<file path="src/include/rom_table.svh">
// Contents of the read-only window
localparam logic [31:0] rom_words [8] = '{
  32'h0000_0001,
  32'h1234_5678,
  32'h89ab_cdef,
  32'hffff_0000,
  32'h0f0f_0f0f,
  32'ha5a5_5a5a,
  32'h7fff_ffff,
  32'h8000_0000
};

</file>
<file path="src/source/bus_proto_pkg.sv">
package bus_proto_pkg;

  localparam int data_w = 32;
  localparam int addr_w = 32;

  typedef enum logic {
    single_read  = 1'b0,
    single_write = 1'b1
  } trans_kind_t;

  typedef enum logic {
    ok  = 1'b0,
    err = 1'b1
  } ack_t;

  ////////////////////
  // Router handshake states
  ////////////////////
  localparam logic [1:0] st_idle     = 2'd0; // Ready for master
  localparam logic [1:0] st_request  = 2'd1; // Offering to slave
  localparam logic [1:0] st_response = 2'd2; // Waiting on slave
  localparam logic [1:0] st_reply    = 2'd3; // Offering to master

endpackage

</file>
<file path="src/source/bus_map_pkg.sv">
package bus_map_pkg;

  localparam int slave_count  = 4;
  localparam int window_words = 8;
  localparam int offset_w     = $clog2(window_words);
  localparam int sel_w        = $clog2(slave_count);
  localparam int high_w       = bus_proto_pkg::addr_w - sel_w - offset_w;

  // Register windows first, table in the last one
  localparam int reg_count = slave_count - 1;
  localparam int rom_sel   = slave_count - 1;

  // Response delay of each register window
  localparam int reg_latency [reg_count] = '{0, 2, 5};

  ////////////////////
  // Address word
  ////////////////////
  typedef union packed {
    logic [bus_proto_pkg::addr_w-1:0] raw;
    struct packed {
      logic [high_w-1:0]   high;   // Nonzero means unmapped
      logic [sel_w-1:0]    sel;    // Window
      logic [offset_w-1:0] offset; // Word in window
    } win;
  } bus_addr_u;

endpackage

</file>
<file path="src/source/bus_router.sv">
`timescale 1ns/1ps

module bus_router (
  input  logic                                                      ck,
  input  logic                                                      rst,
  // Master request
  output logic                                                      master_in_notify,
  input  logic                                                      master_in_sync,
  input  bus_proto_pkg::trans_kind_t                                master_in_trans,
  input  bus_map_pkg::bus_addr_u                                    master_in_addr,
  input  logic [bus_proto_pkg::data_w-1:0]                          master_in_data,
  // Master response
  output logic                                                      master_out_notify,
  input  logic                                                      master_out_sync,
  output bus_proto_pkg::ack_t                                       master_out_ack,
  output logic [bus_proto_pkg::data_w-1:0]                          master_out_data,
  // Slave request
  output logic [bus_map_pkg::slave_count-1:0]                       slave_req_notify,
  input  logic [bus_map_pkg::slave_count-1:0]                       slave_req_sync,
  output bus_proto_pkg::trans_kind_t                                slave_req_trans,
  output logic [bus_map_pkg::offset_w-1:0]                          slave_req_offset,
  output logic [bus_proto_pkg::data_w-1:0]                          slave_req_data,
  // Slave response
  output logic [bus_map_pkg::slave_count-1:0]                       slave_resp_notify,
  input  logic [bus_map_pkg::slave_count-1:0]                       slave_resp_sync,
  input  logic [bus_map_pkg::slave_count-1:0]                       slave_resp_ack,
  input  logic [bus_map_pkg::slave_count-1:0][bus_proto_pkg::data_w-1:0] slave_resp_data
);

  import bus_proto_pkg::*;
  import bus_map_pkg::*;

  logic [1:0]          state;
  logic [1:0]          state_nxt;
  logic [sel_w-1:0]    sel_q;
  trans_kind_t         trans_q;
  logic [offset_w-1:0] offset_q;
  logic [data_w-1:0]   wdata_q;
  ack_t                ack_q;
  logic [data_w-1:0]   rdata_q;
  logic                accept;
  logic                unmapped;
  logic                resp_done;

  assign accept    = master_in_notify && master_in_sync;
  assign unmapped  = |master_in_addr.win.high;
  assign resp_done = (state == st_response) && slave_resp_sync[sel_q];

  ////////////////////
  // FSM
  ////////////////////
  always_comb begin
    state_nxt = state;
    case (state)
      st_idle: begin
        if (master_in_sync) begin
          state_nxt = unmapped ? st_reply : st_request; // Unmapped answers at once
        end
      end
      st_request: begin
        if (slave_req_sync[sel_q]) begin
          state_nxt = st_response;
        end
      end
      st_response: begin
        if (slave_resp_sync[sel_q]) begin
          state_nxt = st_reply;
        end
      end
      st_reply: begin
        if (master_out_sync) begin
          state_nxt = st_idle;
        end
      end
      default: state_nxt = st_idle;
    endcase
  end

  always_ff @(posedge ck or posedge rst) begin
    if (rst) begin
      state <= st_idle;
      sel_q <= '0;
    end else begin
      state <= state_nxt;
      if (accept) begin
        sel_q <= master_in_addr.win.sel;
      end
    end
  end

  ////////////////////
  // Transaction payload
  ////////////////////
  always_ff @(posedge ck) begin
    if (accept) begin
      trans_q  <= master_in_trans;
      offset_q <= master_in_addr.win.offset;
      wdata_q  <= (master_in_trans == single_write) ? master_in_data : '0;
      // Reply for an unmapped address; a slave overwrites it
      ack_q    <= ok;
      rdata_q  <= '0;
    end else if (resp_done) begin
      ack_q   <= ack_t'(slave_resp_ack[sel_q]);
      rdata_q <= (trans_q == single_read) ? slave_resp_data[sel_q] : '0;
    end
  end

  assign master_in_notify  = (state == st_idle);
  assign master_out_notify = (state == st_reply);
  assign master_out_ack    = ack_q;
  assign master_out_data   = rdata_q;

  assign slave_req_trans  = trans_q;
  assign slave_req_offset = offset_q;
  assign slave_req_data   = wdata_q;

  always_comb begin
    slave_req_notify  = '0;
    slave_resp_notify = '0;
    if (state == st_request) begin
      slave_req_notify[sel_q] = 1'b1;
    end
    if (state == st_response) begin
      slave_resp_notify[sel_q] = 1'b1;
    end
  end

  // Only one slave is ever addressed, over both links together
  a_one_slave: assert property (@(posedge ck) disable iff (rst)
    $onehot0({slave_req_notify, slave_resp_notify}));

  // A stalled reply holds until the master takes it
  a_reply_held: assert property (@(posedge ck) disable iff (rst)
    master_out_notify && !master_out_sync |=>
      master_out_notify && $stable(master_out_ack) && $stable(master_out_data));

endmodule

</file>
<file path="src/source/reg_slave.sv">
`timescale 1ns/1ps

module reg_slave #(
  parameter int latency = 0
) (
  input  logic                             ck,
  input  logic                             rst,
  input  logic                             req_notify,
  output logic                             req_sync,
  input  bus_proto_pkg::trans_kind_t       req_trans,
  input  logic [bus_map_pkg::offset_w-1:0] req_offset,
  input  logic [bus_proto_pkg::data_w-1:0] req_data,
  input  logic                             resp_notify,
  output logic                             resp_sync,
  output bus_proto_pkg::ack_t              resp_ack,
  output logic [bus_proto_pkg::data_w-1:0] resp_data
);

  import bus_proto_pkg::*;
  import bus_map_pkg::*;

  localparam int cnt_w = (latency > 0) ? $clog2(latency + 1) : 1;

  logic [data_w-1:0] mem [window_words];
  logic              busy;
  logic [cnt_w-1:0]  cnt;
  logic [data_w-1:0] rdata_q;

  assign req_sync  = req_notify && !busy; // Accept at once when free
  assign resp_sync = busy && (cnt == '0);
  assign resp_ack  = ok;
  assign resp_data = rdata_q;

  always_ff @(posedge ck or posedge rst) begin
    if (rst) begin
      busy <= 1'b0;
      cnt  <= '0;
      for (int i = 0; i < window_words; i++) begin
        mem[i] <= '0;
      end
    end else begin
      if (req_sync) begin
        busy <= 1'b1;
        cnt  <= cnt_w'(latency);
        if (req_trans == single_write) begin
          mem[req_offset] <= req_data;
        end
      end else if (resp_sync && resp_notify) begin
        busy <= 1'b0;
      end else if (busy && (cnt != '0)) begin
        cnt <= cnt - 1'b1; // Latency countdown
      end
    end
  end

  // Read word taken at accept, writes answer zero
  always_ff @(posedge ck) begin
    if (req_sync) begin
      rdata_q <= (req_trans == single_read) ? mem[req_offset] : '0;
    end
  end

  // Response appears exactly latency cycles after an accepted request
  a_resp_after_req: assert property (@(posedge ck) disable iff (rst)
    $rose(resp_sync) |-> $past(req_notify && req_sync, latency + 1));

endmodule

</file>
<file path="src/source/rom_slave.sv">
`timescale 1ns/1ps

module rom_slave (
  input  logic                             ck,
  input  logic                             rst,
  input  logic                             req_notify,
  output logic                             req_sync,
  input  bus_proto_pkg::trans_kind_t       req_trans,
  input  logic [bus_map_pkg::offset_w-1:0] req_offset,
  input  logic [bus_proto_pkg::data_w-1:0] req_data,
  input  logic                             resp_notify,
  output logic                             resp_sync,
  output bus_proto_pkg::ack_t              resp_ack,
  output logic [bus_proto_pkg::data_w-1:0] resp_data
);

  import bus_proto_pkg::*;

  `include "rom_table.svh"

  logic              busy;
  ack_t              ack_q;
  logic [data_w-1:0] rdata_q;

  assign req_sync  = req_notify && !busy;
  assign resp_sync = busy; // Answer on the next cycle
  assign resp_ack  = ack_q;
  assign resp_data = rdata_q;

  always_ff @(posedge ck or posedge rst) begin
    if (rst) begin
      busy <= 1'b0;
    end else if (req_sync) begin
      busy <= 1'b1;
    end else if (resp_sync && resp_notify) begin
      busy <= 1'b0;
    end
  end

  // Writes are refused, write data is dropped
  always_ff @(posedge ck) begin
    if (req_sync) begin
      ack_q   <= (req_trans == single_write) ? err : ok;
      rdata_q <= (req_trans == single_read) ? rom_words[req_offset] : '0;
    end
  end

  // Never accept while the router waits on this window's response
  a_req_sync: assert property (@(posedge ck) disable iff (rst)
    req_sync |-> req_notify && !resp_notify);

endmodule

</file>
<file path="src/source/bus_subsystem.sv">
`timescale 1ns/1ps

module bus_subsystem (
  input  logic                             ck,
  input  logic                             rst,
  output logic                             master_in_notify,
  input  logic                             master_in_sync,
  input  bus_proto_pkg::trans_kind_t       master_in_trans,
  input  bus_map_pkg::bus_addr_u           master_in_addr,
  input  logic [bus_proto_pkg::data_w-1:0] master_in_data,
  output logic                             master_out_notify,
  input  logic                             master_out_sync,
  output bus_proto_pkg::ack_t              master_out_ack,
  output logic [bus_proto_pkg::data_w-1:0] master_out_data
);

  import bus_proto_pkg::*;
  import bus_map_pkg::*;

  logic [slave_count-1:0]             slave_req_notify;
  logic [slave_count-1:0]             slave_req_sync;
  trans_kind_t                        slave_req_trans;
  logic [offset_w-1:0]                slave_req_offset;
  logic [data_w-1:0]                  slave_req_data;
  logic [slave_count-1:0]             slave_resp_notify;
  logic [slave_count-1:0]             slave_resp_sync;
  logic [slave_count-1:0]             slave_resp_ack;
  logic [slave_count-1:0][data_w-1:0] slave_resp_data;

  bus_router router_i (
    .ck                (ck),
    .rst               (rst),
    .master_in_notify  (master_in_notify),
    .master_in_sync    (master_in_sync),
    .master_in_trans   (master_in_trans),
    .master_in_addr    (master_in_addr),
    .master_in_data    (master_in_data),
    .master_out_notify (master_out_notify),
    .master_out_sync   (master_out_sync),
    .master_out_ack    (master_out_ack),
    .master_out_data   (master_out_data),
    .slave_req_notify  (slave_req_notify),
    .slave_req_sync    (slave_req_sync),
    .slave_req_trans   (slave_req_trans),
    .slave_req_offset  (slave_req_offset),
    .slave_req_data    (slave_req_data),
    .slave_resp_notify (slave_resp_notify),
    .slave_resp_sync   (slave_resp_sync),
    .slave_resp_ack    (slave_resp_ack),
    .slave_resp_data   (slave_resp_data)
  );

  ////////////////////
  // Register windows 0 to 2
  ////////////////////
  for (genvar i = 0; i < reg_count; i++) begin : reg_win
    reg_slave #(
      .latency (reg_latency[i])
    ) reg_slave_i (
      .ck          (ck),
      .rst         (rst),
      .req_notify  (slave_req_notify[i]),
      .req_sync    (slave_req_sync[i]),
      .req_trans   (slave_req_trans),
      .req_offset  (slave_req_offset),
      .req_data    (slave_req_data),
      .resp_notify (slave_resp_notify[i]),
      .resp_sync   (slave_resp_sync[i]),
      .resp_ack    (slave_resp_ack[i]),
      .resp_data   (slave_resp_data[i])
    );
  end

  rom_slave rom_slave_i (
    .ck          (ck),
    .rst         (rst),
    .req_notify  (slave_req_notify[rom_sel]),
    .req_sync    (slave_req_sync[rom_sel]),
    .req_trans   (slave_req_trans),
    .req_offset  (slave_req_offset),
    .req_data    (slave_req_data),
    .resp_notify (slave_resp_notify[rom_sel]),
    .resp_sync   (slave_resp_sync[rom_sel]),
    .resp_ack    (slave_resp_ack[rom_sel]),
    .resp_data   (slave_resp_data[rom_sel])
  );

endmodule

</file>
<file path="config.mk">
export PLATFORM = sky130hd
export DESIGN_NAME = bus_subsystem
export DESIGN_NICKNAME = d
export VERILOG_FILES = /design/src/source/bus_proto_pkg.sv /design/src/source/bus_map_pkg.sv /design/src/source/bus_router.sv /design/src/source/reg_slave.sv /design/src/source/rom_slave.sv /design/src/source/bus_subsystem.sv
export VERILOG_INCLUDE_DIRS = /design/src /design/src/include
export SDC_FILE = /design/constraint.sdc
export NUM_CORES = 2
export LEC_CHECK = 0
export ABC_AREA = 1
export CAP_MARGIN = 30
export CORE_ASPECT_RATIO = 2
export CORE_UTILIZATION = 50
export CTS_CLUSTER_SIZE = 24
export DETAILED_ROUTE_END_ITERATION = 10
export DONT_BUFFER_PORTS = 1
export PLACE_DENSITY = 0.75
export SYNTH_ARGS = -nofsm -noshare
export SYNTH_HDL_FRONTEND = slang
export SYNTH_SLANG_ARGS = --single-unit
</file>
<file path="constraint.sdc">
create_clock -name ck -period 33.9 [get_ports ck]
set_input_delay 6.78 -clock ck [delete_from_list [all_inputs] [get_ports ck]]
set_output_delay 6.78 -clock ck [all_outputs]
set_load 0.01 [all_outputs]
</file>
==> flow_metrics.tcl <==
set metrics [dict create \
    die_w_microns 206.3 \
    fillers 7255 \
    drt_wl_total_microns 125500 \
    peakVddDrop_mv 0.04192 \
    worst_setup_path_end_kind "async pin" \
    fin_nets 4729 \
    hold_class "reg -> reg" \
    finClkSkew_ns 0.02910 \
    cp-start-kind "primary input" \
    drive_gt1_frac 0.05072 \
    antenna_left 0 \
    fmax_mhz 111.4 \
    rsz0062_at_grt "false" \
    vias 34170 \
    insertion_delay_ns 0.67 \
    hpwl_microns 69470 \
    synth_fp_nets 4943 \
    status "complete, but fails checks" \
    finalCritPeriodShare 0.2647 \
    die_area_sq_mm 0.08473 \
    critPathLaunch "rst" \
    drc 40 \
    cts_made_buffers 78 \
    tightest_slew_ns 1.077 \
    r2r-start "router_i.slave_req_offset[0]" \
    ys_warn_count 0 \
    finalHoldViolations 0 \
    grt_pass1_wl_microns 191900 \
    dp_slack_ns 23.84 \
    setup_violations 0 \
    antenna_found_initial 0 \
    setup_slack_ns 24.93 \
    p_sw_w 0.001083 \
    grt_max_degree 143 \
    syn2layout_area_growth_pct 7.627 \
    pwr-share-comb 0.227 \
    track_usage 0.2993 \
    rows 149 \
    synthFlopType "dfrtp_1" \
    swShare 0.3368 \
    post_cts_buffers 0 \
    synth-edff-count 155 \
    drv_slew 0 \
    netlist_instances 4861 \
    root_buffer "clkbuf_16" \
    cts_tree "yes" \
    power-per-cell-area_mw_per_mm2 71.56 \
    cts_max_level 3 \
    arrival_ns 9.65 \
    portBuffers 0 \
    wl_per_cell_microns 21.76 \
    period_minus_slack_ns 8.974 \
    synth-seq-cells 970 \
    seqPwrFrac 0.486 \
    cts_hold_buf 0 \
    maxSlewHeadroom 0.2821 \
    grt_pass1_vias 32420 \
    multi_input_area_sq_mm 0.01484 \
    ys_types 32 \
    postCtsResizedCells 0 \
    crit_required_ns 34.57 \
    initial_core_util 0.5055 \
    globalplace.congestion 0.8578 \
    max-cap-violations 0 \
    diodes 0 \
    ys_async_sr_fraction 0.8062 \
    core-area_sq_mm 0.08259 \
    syn_area_sq_mm 0.04175 \
    cts_buffer_depth 3 \
    drt_iter0_markers 4329 \
    cts_sinks 970 \
    power_frac_clock 0.287 \
    p_int_w 0.002133 \
    violations "design-rule violations" \
    grt.overflow.total 0 \
    die-height_microns 410.7 \
    p_leak_nw 20.44 \
    seqCellArea_sq_mm 0.02488 \
    io_pins 104 \
    critPathMaxFanout 116 \
    first_pass_iters 9 \
    viasPerCell 5.923 \
    timing.setup.tns_ns 0 \
    path_clk_slew_ns 0.07 \
    ys_seq_area_frac 0.5960 \
    crit_type "in -> async" \
    avgSynthCellArea_sq_um 8.589 \
    min-delay-start "reg_win[0].reg_slave_i.busy" \
]
==> state kept, by name, indices dropped and copies added (netlist names) <==
signal / count
reg_win.reg_slave_i.mem: 768
reg_win.reg_slave_i.resp_data: 96
router_i.master_out_data: 32
router_i.slave_req_data: 32
rom_slave_i.resp_data: 22
reg_win.reg_slave_i.cnt: 6
reg_win.reg_slave_i.busy: 3
router_i.slave_req_offset: 3
router_i.sel_q: 2
router_i.state: 2
rom_slave_i.resp_ack: 1
rom_slave_i.resp_sync: 1
router_i.master_out_ack: 1
router_i.slave_req_trans: 1
==> power groups by stage <==
stage / combinational [W] / clock [W] / sequential, W
6_report: 0.000730 / 0.000923 / 0.00156
3_5_place_dp: 0.000712 / 0 / 0.00157
5_1_grt: 0.000814 / 0.000967 / 0.00158
4_1_cts: 0.000717 / 0.000929 / 0.00155
3_3_place_gp: 0.000691 / 0 / 0.00157
2_1_floorplan: 0.000505 / 0 / 0.00155
==> worst max-delay path, cell delays in order <==
cell and delay, ns:
inv_8 0.48, buf_4 0.76, buf_4 0.29, buf_16 0.31, buf_4 0.73
==> worst paths after layout <==
check	endpoint	slack (ns)	cells after the start
hold / removal	reg_win[0].reg_slave_i.cnt	0.47	1
max in group ck	master_in_notify	25.67	2
hold reg to reg	reg_win[0].reg_slave_i.cnt	0.47	1
min in group asynchronous	reg_win[2].reg_slave_i.mem[29]	6.09	1
setup / recovery	reg_win[0].reg_slave_i.mem[105]	24.93	5
setup reg to reg	reg_win[1].reg_slave_i.mem[156]	29.83	8
==> logic make-up (layout without fill, tap and decap cells) <==
| logic type | count (synthesis) | after routing | share of synthesized area |
|---|---|---|---|
| simple gates | 2269 | 2269 | 0.2149 |
| fa+ha+maj | 13 | 13 | 0.003896 |
| flops | 970 | 970 | 0.5960 |
| compound gates | 1093 | 1093 | 0.1355 |
| buf+inv | 516 | 367 | 0.04969 |
==> cell usage in the layout (no fill, tap or decap) <==
cell type   count
bufinv_16       3
nor2_2          3
clkbuf_1       25
and2_0          1
nor2_4          9
dfrtp_1       782
nor2_1        498
o31ai_1        19
nand2_4        10
nand2_1      1595
nor3_1          4
clkinv_1        5
o211ai_1       23
inv_2           9
clkinvlp_4      4
buf_16         11
a211oi_1       20
nand2_2        17
nand3_4         2
clkinv_2       10
nand3_1        69
inv_8           1
buf_4          53
edfxtp_1      155
nor2_8          3
inv_6           7
clkbuf_16      82
nand4_1        57
a21oi_1        29
o22ai_1         2
ha_1           13
buf_12          2
dfxtp_1        33
o21ai_0       554
inv_1         142
o21ai_1       423
nor4_1          1
clkinv_4        2
a31oi_1        23
clkbuf_8       11
==> routing by layer <==
| metal | routed length (microns) | share of wire | up-vias | track usage |
|---|---|---|---|---|
| li1 | - | - | 15370 | - |
| met1 | 46050 | 0.37 | 16430 | 0.3685 |
| met3 | 11820 | 0.094 | 434 | 0.04474 |
| met5 | 0 | 0 | - | 0 |
| met4 | 7580 | 0.060 | 0 | 0.1678 |
| met2 | 60070 | 0.48 | 1939 | 0.4997 |
==> cell usage after synthesis, types with 2 or more instances <==
cell / count / share of area
ha_1: 13 / 0.0039
nand3_4: 2 / 0.00084
a21oi_1: 29 / 0.0035
inv_1: 146 / 0.013
nand2_1: 1601 / 0.14
nand2_4: 8 / 0.0022
buf_2: 95 / 0.011
nand2_2: 13 / 0.0019
a31oi_1: 23 / 0.0034
clkbuf_1: 243 / 0.022
o211ai_1: 23 / 0.0041
nor2_4: 5 / 0.0013
nor2_1: 501 / 0.045
o22ai_1: 2 / 0.00030
buf_1: 19 / 0.0017
o21ai_1: 423 / 0.051
dfrtp_1: 782 / 0.47
edfxtp_1: 155 / 0.11
o31ai_1: 19 / 0.0034
nand4_1: 57 / 0.0085
nor2_2: 4 / 0.00060
dfxtp_1: 33 / 0.016
nand3_1: 69 / 0.0083
a211oi_1: 20 / 0.0036
buf_6: 2 / 0.00054
nor2_8: 3 / 0.0014
o21ai_0: 554 / 0.066
nor3_1: 4 / 0.00048
inv_2: 10 / 0.00090
==> layout make-up <==
class	instances	share of cell area
flip-flops and latches	970	0.5538
well taps	1057	0.02943
clock inverters	27	0.005346
repair buffers	66	0.01648
multi-input cells	3375	0.3304
inverters	156	0.01348
clock buffers	118	0.05112
==> through the flow <==
| stage | area (sq um) | total power [W] | utilization | hold slack [ns] | instances |
|---|---|---|---|---|---|
| after floorplan | 41750 | 0.002051 | - | 0.4320 | 4861 |
| after global placement | 42070 | 0.002257 | 0.5094 | 0.4463 | 5612 |
| after detailed placement | 42260 | 0.002287 | 0.5117 | 0.4542 | 5619 |
| after CTS | 44800 | 0.003201 | 0.5424 | 0.4617 | 5764 |
| after global routing | 44930 | 0.003366 | 0.5441 | 0.4887 | 5769 |
| final | 44930 | 0.003216 | 0.5441 | 0.4665 | 5769 |
(Power assumes the default switching activity.)
